**src/design/axi_wr_pkg.sv**
```systemverilog
// Shared widths, burst and response encodings, AXI channel and component beat structs
package axi_wr_pkg;

    // ------------------------------
    // Widths and sizes
    // ------------------------------
    // Byte address width on AW
    localparam int AXI_AW    = 16;
    // Data bus width and bytes per beat
    localparam int AXI_DW    = 32;
    localparam int AXI_BC    = 4;
    // Byte offset bits inside one data word
    localparam int AXI_OW    = $clog2(AXI_BC);
    // Transaction ID width
    localparam int AXI_IW    = 2;
    // Memory depth and word index width
    localparam int MEM_WORDS = 64;
    localparam int MEM_AW    = 6;

    // ------------------------------
    // Encodings
    // ------------------------------
    // AxBURST values
    typedef enum logic [1:0] {
        AXI_BURST_FIXED = 2'b00,
        AXI_BURST_INCR  = 2'b01,
        AXI_BURST_WRAP  = 2'b10,
        AXI_BURST_RSVD  = 2'b11
    } axi_burst_e;

    // BRESP values, EXOKAY and DECERR never produced here
    typedef enum logic [1:0] {
        AXI_RESP_OKAY   = 2'b00,
        AXI_RESP_EXOKAY = 2'b01,
        AXI_RESP_SLVERR = 2'b10,
        AXI_RESP_DECERR = 2'b11
    } axi_resp_e;

    // ------------------------------
    // Channel payloads
    // ------------------------------
    // Write address request
    typedef struct packed {
        logic [AXI_AW-1:0] addr;
        axi_burst_e        burst;
        logic [2:0]        size;
        logic [7:0]        len;
        logic [AXI_IW-1:0] id;
    } aw_req_t;

    // One write data beat
    typedef struct packed {
        logic [AXI_DW-1:0] data;
        logic [AXI_BC-1:0] strb;
        logic              last;
    } w_beat_t;

    // Write response
    typedef struct packed {
        axi_resp_e         resp;
        logic [AXI_IW-1:0] id;
    } b_rsp_t;

    // Beat handed to the memory component
    typedef struct packed {
        logic [AXI_AW-1:0] addr;
        logic [AXI_IW-1:0] id;
        logic [AXI_DW-1:0] data;
        logic [AXI_BC-1:0] strb;
        logic [2:0]        size;
        logic              last;
    } comp_wr_t;

endpackage

```
**src/design/axi_addr_gen.sv**
```systemverilog
// Next beat address for FIXED, INCR and WRAP bursts
module axi_addr_gen import axi_wr_pkg::*; (
    input  logic [AXI_AW-1:0] i_addr,
    input  logic [2:0]        i_size,
    input  axi_burst_e        i_burst,
    input  logic [7:0]        i_len,
    output logic [AXI_AW-1:0] o_next_addr
);

    // Bytes moved per beat
    logic [AXI_AW-1:0] beat_bytes;
    // Low bits below the transfer size
    logic [AXI_AW-1:0] size_mask;
    // Size-aligned address plus one beat
    logic [AXI_AW-1:0] incr_addr;
    // Low bits inside the wrap window
    logic [AXI_AW-1:0] wrap_mask;
    // Start of the wrap window
    logic [AXI_AW-1:0] wrap_base;

    always_comb begin
        beat_bytes = AXI_AW'(1) << i_size;
        size_mask  = beat_bytes - 1'b1;
        incr_addr  = (i_addr & ~size_mask) + beat_bytes;

        // Window is size times beat count, len is 1, 3, 7 or 15 for legal WRAP
        wrap_mask  = (beat_bytes * (AXI_AW'(i_len) + 1'b1)) - 1'b1;
        wrap_base  = i_addr & ~wrap_mask;

        unique case (i_burst)
            AXI_BURST_INCR: begin
                o_next_addr = incr_addr;
            end
            AXI_BURST_WRAP: begin
                // Keep upper bits, roll the offset inside the window
                o_next_addr = wrap_base | (incr_addr & wrap_mask);
            end
            default: begin
                // FIXED and reserved stay put
                o_next_addr = i_addr;
            end
        endcase
    end

endmodule

```
**src/design/axi_skid_buf.sv**
```systemverilog
// Valid/ready skid buffer with one spare entry and an optional output register
module axi_skid_buf #(
    parameter int DW     = 8,
    parameter bit OUTREG = 1'b0
) (
    input  logic          clk,
    input  logic          rst_n,
    // Upstream side
    input  logic          i_valid,
    output logic          o_ready,
    input  logic [DW-1:0] i_data,
    // Downstream side
    output logic          o_valid,
    input  logic          i_ready,
    output logic [DW-1:0] o_data
);

    // Spare entry, filled when downstream stalls
    logic          skd_valid;
    logic [DW-1:0] skd_data;

    // Ready comes straight from a flop
    assign o_ready = !skd_valid;

    // Spare entry tracks the input while empty
    // Its valid flag decides whether the copy counts
    always_ff @(posedge clk) begin
        if (o_ready) begin
            skd_data <= i_data;
        end
    end

    generate
        if (OUTREG) begin : g_outreg
            // ------------------------------
            // Registered output stage
            // ------------------------------
            always_ff @(posedge clk or negedge rst_n) begin
                if (!rst_n) begin
                    skd_valid <= 1'b0;
                    o_valid   <= 1'b0;
                end else if (!o_valid || i_ready) begin
                    // Output free, spare entry has priority over new input
                    o_valid   <= i_valid || skd_valid;
                    skd_valid <= 1'b0;
                end else if (i_valid && o_ready) begin
                    // Output stalled, park the new item
                    skd_valid <= 1'b1;
                end
            end

            always_ff @(posedge clk) begin
                if (!o_valid || i_ready) begin
                    o_data <= skd_valid ? skd_data : i_data;
                end
            end
        end else begin : g_pass
            // ------------------------------
            // Zero-latency output
            // ------------------------------
            always_ff @(posedge clk or negedge rst_n) begin
                if (!rst_n) begin
                    skd_valid <= 1'b0;
                end else if (i_ready) begin
                    skd_valid <= 1'b0;
                end else if (i_valid && o_ready) begin
                    // Input shown downstream but not taken
                    skd_valid <= 1'b1;
                end
            end

            assign o_valid = i_valid || skd_valid;
            assign o_data  = skd_valid ? skd_data : i_data;
        end
    endgenerate

endmodule

```
**src/design/axi_sub_wr.sv**
```systemverilog
// AXI write subordinate turning bursts into component beats with one response each
module axi_sub_wr import axi_wr_pkg::*; (
    input  logic     clk,
    input  logic     rst_n,

    // AW channel
    input  logic     i_aw_valid,
    output logic     o_aw_ready,
    input  aw_req_t  i_aw,

    // W channel
    input  logic     i_w_valid,
    output logic     o_w_ready,
    input  w_beat_t  i_w,

    // B channel
    output logic     o_b_valid,
    input  logic     i_b_ready,
    output b_rsp_t   o_b,

    // Component side
    output logic     o_comp_dv,
    output comp_wr_t o_comp,
    input  logic     i_hld,
    input  logic     i_err
);

    // ------------------------------
    // Signals
    // ------------------------------
    // Request out of the AW skid buffer
    logic              req_valid;
    logic              req_ready;
    aw_req_t           req;
    logic              aw_take;

    // Active burst context
    aw_req_t           txn_ctx;
    logic              txn_active;
    logic              txn_err;
    logic [AXI_AW-1:0] txn_addr_nxt;

    // W path
    logic              w_in_valid;
    logic              w_skd_ready;
    w_beat_t           w_beat;
    logic              beat_take;
    logic              final_beat;

    // Response path
    logic              rsp_ready;
    b_rsp_t            rsp;

    // ------------------------------
    // Address request
    // ------------------------------
    axi_skid_buf #(
        .DW     ($bits(aw_req_t)),
        .OUTREG (1'b0)
    ) u_aw_skd (
        .clk     (clk),
        .rst_n   (rst_n),
        .i_valid (i_aw_valid),
        .o_ready (o_aw_ready),
        .i_data  (i_aw),
        .o_valid (req_valid),
        .i_ready (req_ready),
        .o_data  (req)
    );

    // New burst only with a free response slot guaranteed
    // Back-to-back only if the B output is not already occupied
    assign req_ready = rsp_ready && (!txn_active || (final_beat && !o_b_valid));
    assign aw_take   = req_valid && req_ready;

    // Burst state and sticky error
    always_ff @(posedge clk or negedge rst_n) begin
        if (!rst_n) begin
            txn_active <= 1'b0;
            txn_err    <= 1'b0;
        end else if (aw_take) begin
            txn_active <= 1'b1;
            txn_err    <= 1'b0;
        end else if (beat_take) begin
            txn_err <= txn_err || i_err;
            if (w_beat.last) begin
                txn_active <= 1'b0;
            end
        end
    end

    // Context load on AW, address step on each taken beat
    always_ff @(posedge clk) begin
        if (aw_take) begin
            txn_ctx <= req;
        end else if (beat_take) begin
            txn_ctx.addr <= txn_addr_nxt;
        end
    end

    axi_addr_gen u_addr_gen (
        .i_addr      (txn_ctx.addr),
        .i_size      (txn_ctx.size),
        .i_burst     (txn_ctx.burst),
        .i_len       (txn_ctx.len),
        .o_next_addr (txn_addr_nxt)
    );

    // ------------------------------
    // Write data
    // ------------------------------
    // Data only flows while a burst is open
    assign w_in_valid = i_w_valid && txn_active;
    assign o_w_ready  = w_skd_ready && txn_active;

    axi_skid_buf #(
        .DW     ($bits(w_beat_t)),
        .OUTREG (1'b0)
    ) u_w_skd (
        .clk     (clk),
        .rst_n   (rst_n),
        .i_valid (w_in_valid),
        .o_ready (w_skd_ready),
        .i_data  (i_w),
        .o_valid (o_comp_dv),
        .i_ready (!i_hld),
        .o_data  (w_beat)
    );

    assign beat_take  = o_comp_dv && !i_hld;
    assign final_beat = beat_take && w_beat.last;

    // Component beat, byte address taken from the context
    always_comb begin
        o_comp.addr = txn_ctx.addr;
        o_comp.id   = txn_ctx.id;
        o_comp.data = w_beat.data;
        o_comp.strb = w_beat.strb;
        o_comp.size = txn_ctx.size;
        o_comp.last = w_beat.last;
    end

    // ------------------------------
    // Response
    // ------------------------------
    // Error of the final beat itself counts too
    always_comb begin
        rsp.resp = (txn_err || i_err) ? AXI_RESP_SLVERR : AXI_RESP_OKAY;
        rsp.id   = txn_ctx.id;
    end

    // Registered output, spare entry lets the next burst finish
    axi_skid_buf #(
        .DW     ($bits(b_rsp_t)),
        .OUTREG (1'b1)
    ) u_b_skd (
        .clk     (clk),
        .rst_n   (rst_n),
        .i_valid (final_beat),
        .o_ready (rsp_ready),
        .i_data  (rsp),
        .o_valid (o_b_valid),
        .i_ready (i_b_ready),
        .o_data  (o_b)
    );

endmodule

```
**src/design/axi_wr_top.sv**
```systemverilog
// Top level joining the write subordinate and the word memory
module axi_wr_top import axi_wr_pkg::*; (
    input  logic              clk,
    input  logic              rst_n,

    // AW channel
    input  logic              i_aw_valid,
    output logic              o_aw_ready,
    input  aw_req_t           i_aw,

    // W channel
    input  logic              i_w_valid,
    output logic              o_w_ready,
    input  w_beat_t           i_w,

    // B channel
    output logic              o_b_valid,
    input  logic              i_b_ready,
    output b_rsp_t            o_b,

    // Read port for observation
    input  logic              i_rd_en,
    input  logic [MEM_AW-1:0] i_rd_addr,
    output logic [AXI_DW-1:0] o_rd_data
);

    // Component link
    logic     comp_dv;
    comp_wr_t comp;
    logic     mem_hld;
    logic     mem_err;

    // ------------------------------
    // Write subordinate
    // ------------------------------
    axi_sub_wr u_sub_wr (
        .clk        (clk),
        .rst_n      (rst_n),
        .i_aw_valid (i_aw_valid),
        .o_aw_ready (o_aw_ready),
        .i_aw       (i_aw),
        .i_w_valid  (i_w_valid),
        .o_w_ready  (o_w_ready),
        .i_w        (i_w),
        .o_b_valid  (o_b_valid),
        .i_b_ready  (i_b_ready),
        .o_b        (o_b),
        .o_comp_dv  (comp_dv),
        .o_comp     (comp),
        .i_hld      (mem_hld),
        .i_err      (mem_err)
    );

    // ------------------------------
    // Memory
    // ------------------------------
    wr_mem u_mem (
        .clk       (clk),
        .rst_n     (rst_n),
        .i_comp_dv (comp_dv),
        .i_comp    (comp),
        .o_hld     (mem_hld),
        .o_err     (mem_err),
        .i_rd_en   (i_rd_en),
        .i_rd_addr (i_rd_addr),
        .o_rd_data (o_rd_data)
    );

endmodule

```
**src/design/wr_mem.sv**
```systemverilog
// Word memory with byte-strobed write port, priority read port, hold and range error
module wr_mem import axi_wr_pkg::*; (
    input  logic              clk,
    input  logic              rst_n,

    // Write beats from the subordinate
    input  logic              i_comp_dv,
    input  comp_wr_t          i_comp,
    output logic              o_hld,
    output logic              o_err,

    // Observation read port
    input  logic              i_rd_en,
    input  logic [MEM_AW-1:0] i_rd_addr,
    output logic [AXI_DW-1:0] o_rd_data
);

    // Storage
    logic [AXI_DW-1:0] mem [MEM_WORDS];

    logic [MEM_AW-1:0] wr_idx;
    logic              wr_oor;
    logic              wr_take;

    // Single port, a read wins and stalls the write
    assign o_hld = i_rd_en;

    // Word index from the byte address
    assign wr_idx  = i_comp.addr[AXI_OW +: MEM_AW];
    // Anything past the last byte is out of range
    assign wr_oor  = i_comp.addr >= AXI_AW'(MEM_WORDS * AXI_BC);
    assign wr_take = i_comp_dv && !o_hld;

    // Flag only on the beat actually taken
    assign o_err = wr_take && wr_oor;

    // ------------------------------
    // Write port
    // ------------------------------
    always_ff @(posedge clk) begin
        if (wr_take && !wr_oor) begin
            for (int b = 0; b < AXI_BC; b++) begin
                // Byte lanes as given by the strobe
                if (i_comp.strb[b]) begin
                    mem[wr_idx][8*b +: 8] <= i_comp.data[8*b +: 8];
                end
            end
        end
    end

    // ------------------------------
    // Read port
    // ------------------------------
    // Data one cycle after the request
    always_ff @(posedge clk or negedge rst_n) begin
        if (!rst_n) begin
            o_rd_data <= '0;
        end else if (i_rd_en) begin
            o_rd_data <= mem[i_rd_addr];
        end
    end

endmodule

```
**config.mk**
```make
export PLATFORM = sky130hd
export DESIGN_NAME = axi_wr_top
export DESIGN_NICKNAME = d
export VERILOG_FILES = /design/src/design/axi_wr_pkg.sv /design/src/design/axi_addr_gen.sv /design/src/design/axi_skid_buf.sv /design/src/design/axi_sub_wr.sv /design/src/design/axi_wr_top.sv /design/src/design/wr_mem.sv
export SDC_FILE = /design/constraint.sdc
export NUM_CORES = 2
export LEC_CHECK = 0
export BUFFER_PORTS_ARGS = -buffer_cell sky130_fd_sc_hd__buf_2
export CAP_MARGIN = 5
export CELL_PAD_IN_SITES_DETAIL_PLACEMENT = 1
export CELL_PAD_IN_SITES_GLOBAL_PLACEMENT = 1
export CORE_MARGIN = 2
export CORE_UTILIZATION = 55
export DETAILED_ROUTE_END_ITERATION = 10
export PLACE_DENSITY = 0.87
export SYNTH_ARGS = -nofsm -noshare
export SYNTH_HDL_FRONTEND = slang
export SYNTH_SLANG_ARGS = --single-unit
```
**constraint.sdc**
```tcl
create_clock -name clk -period 8.1 [get_ports clk]
set_input_delay 0.405 -clock clk [delete_from_list [all_inputs] [get_ports clk]]
set_output_delay 0.405 -clock clk [all_outputs]
set_load 0.05 [all_outputs]
```
==> out/qor.csv <==
metric,value,unit
Min-Delay Endpoint,u_sub_wr.u_w_skd.skd_data[8],
Inst Count DP,6175,
Synth top area share,71.5,%
Post CTS Setup Buffer Count,0,
hpwl dp,139000,um
post-CTS resize count,0,
core box area,0.158,mm2
crit path max fanout,12,
Die Height,403,um
Worst Skew,82.3,ps
Rows,146,
initial antenna violation count,15,
Post-Route WL,259000,um
origin of the critical flop-to-flop path,u_sub_wr.txn_ctx[2],
DRC viols,0,
post-route ant nets,0,
Hold Path Cell Cnt,2,
share of cells above drive strength 1,27.8,%
final hold vios,0,
I/O pin count,119,
CTS tree,yes,
Leak,31.1,nW
Avg Synthesized Cell Area,21.0,um2
vias in the first global route,47800,
total clock buffers created by CTS,209,
root buffer cell,clkbuf_16,
pre-CTS WS,1810,ps
"Arr. time, crit path",6930,ps
syn_nets,4346,
# setup viols final,0,
full die area,0.162,mm2
synth warn,0,
Min-Delay Path Class,input pin to register,
fin crit share,78.9,%
initial core utilization,55.3,%
Worst-Skew Late Latency,870,ps
"Cell Area, Synth",0.0875,mm2
sequential-to-total area share from yosys stat,74.2,%
top-count cell post-synth,edfxtp_1,
fraction of registers with async set/reset,1.73,%
GRT overflow,0,
Max Cap Viol,0,
startpoint types,register,
clock transition at the registers of the reported paths,70,ps
worst supply voltage drop on vdd,0.464,mV
worst slew pin tran,1400,ps
Synth Register Bits,2193,
area grow syn2layout,11.8,%
# fillers,12800,
gpl congestion,0.838,
initial DRC count,6728,
Worst Reg2Reg Path Length in Cells,18,
PortBufs,118,
final hold slack,146,ps
Synth area leader,edfxtp_1,
most frequent cells after synthesis,"edfxtp_1, mux4_2, nor2_1",
setup tns final,0,ps
GRT Total Usage,31.9,%
Syn Inst Count,4169,
pwr dens,295,mW/mm2
Nets,4544,
htree depth,4,
pins over their slew limit,0,
Final Non-Filler Cells,6635,
final core utilization,61.9,%
headroom to the max-slew limit,6.14,%
number of flops mapped to enable cells by yosys,2083,
post-synth cell types,59,
FF-to-FF setup slack,1710,ps
Main synth FF type,edfxtp_1,
minimum clock period,6390,ps
Via-to-Cell Ratio,6.94,
synth top area cells,"edfxtp_1, mux4_2, mux2_2",
HP Start,i_w[8],
drt first pass iters,5,
CP Capture Type,register,
Sink Count,2193,
worst-case clock buffer depth,3,
kind of critical path,register to register,
Peak Freq,156,MHz
largest net degree at the start of global routing,154,
outcome,"complete, no violations",
first-pass GRT wire length,364000,um
DR WL/cell,39.0,um
RSZ-0062 raised after global routing,false,
critical path required time,8640,ps
Die W,403,um
via count,46100,
fin worst setup slack,1710,ps
==> worst max path at each step <==
stage | start | to | slack [ps] | depth (start not counted)
after detailed placement | u_sub_wr.txn_ctx[2] | register | 1810 | 18
final | u_sub_wr.txn_ctx[2] | register | 1710 | 18
after global placement | u_sub_wr.txn_ctx[2] | register | 2010 | 18
after floorplan | u_sub_wr.o_comp[1] | register | 2570 | 22
after CTS | u_sub_wr.txn_ctx[2] | register | 1780 | 18
after global routing | u_sub_wr.txn_ctx[2] | register | 1190 | 18
==> kinds of logic after synthesis <==
logic type      after synthesis  share of synthesized area [%]
flops                      2193                           74.2
simple gates                576                           2.76
xor+xnor                     37                          0.370
fa+ha+maj                    98                           1.79
mux                         775                           18.2
compound gates              158                           1.15
buf+inv                     332                           1.53
==> layout make-up <==
cell class	instances	area [um2]	area share, %
tap	2072	2590	2.65
clock inverter	123	1310	1.34
multi-input combinational	1644	21300	21.8
sequential	2193	64900	66.4
clock buffer	271	5610	5.73
inverter	110	413	0.422
antenna	13	32.5	0.0332
timing repair buffer	209	1670	1.71
==> what timing repair did <==
item                                    4_1_cts  5_1_grt
hold endpoints to repair                     96        0
endpoints found under the setup margin        0        0
hold buffers                                 40        0
==> where the power goes <==
group | switching (mW) | total (mW) | internal [mW]
Combinational | 3.55 | 5.40 | 1.85
Sequential | 0.249 | 13.4 | 13.1
Clock | 4.56 | 10.1 | 5.56
Total | 8.36 | 28.9 | 20.5
==> worst max-delay path, stage by stage, from the launching register on <==
cell and delay [ps]:
edfxtp_1 570, ha_1 350, nand3_1 120, xor2_1 620
nor2_1 150, fa_1 480, fa_1 490, fa_1 510
fa_1 490, inv_1 50, fa_1 470, inv_1 40
ha_1 210, a41oi_1 230, o21ai_0 200, a211oi_1 500
o21ai_0 190, and3_1 240, o21ai_0 190
==> registers in the layout (all words and copies together) (netlist names), named ones only <==
| name | cells |
|---|---|
| u_mem.mem | 2048 |
| u_sub_wr.u_w_skd.skd_data | 37 |
| u_mem.o_rd_data | 32 |
| u_sub_wr.u_aw_skd.skd_data | 31 |
| u_sub_wr.txn_ctx | 10 |
| u_sub_wr.o_comp | 5 |
| u_sub_wr.u_b_skd.o_data | 4 |
| u_sub_wr.u_b_skd.skd_data | 4 |
| u_sub_wr.txn_active | 1 |
| u_sub_wr.txn_err | 1 |
| u_sub_wr.u_aw_skd.skd_valid | 1 |
| u_sub_wr.u_b_skd.o_valid | 1 |
| u_sub_wr.u_b_skd.skd_valid | 1 |
| u_sub_wr.u_w_skd.skd_valid | 1 |
==> routing by layer <==
layer | vias up | track usage [%] | part of all wire, %
met2 | 3768 | 52.5 | 50
met3 | 762 | 7.21 | 10
met4 | 24 | 16.7 | 5.9
met5 | - | 0.297 | 0.11
li1 | 17400 | - | -
met1 | 24100 | 40.1 | 34
==> metrics by stage <==
step | instance area [um2] | total power, mW
finish | 97900 | 28.9
global placement | 90300 | 18.4
global route | 97800 | 29.7
floorplan | 87500 | 17.0
CTS | 97600 | 28.7
detailed placement | 90300 | 18.7
==> cell usage in the layout (no fill, tap or decap), types with 29 or more instances in the layout <==
cell type	instances
dlygate4sd3_1	40
clkbuf_1	51
buf_2	113
edfxtp_1	2083
mux4_2	640
dfrtp_1	37
a22oi_1	33
clkinv_1	36
buf_4	29
clkbuf_16	212
ha_1	51
inv_1	108
clkinv_2	38
nand2_1	147
o21ai_1	33
nor2_1	330
mux2_2	124
dfxtp_1	72
fa_1	46
(Power assumes the default switching activity.)
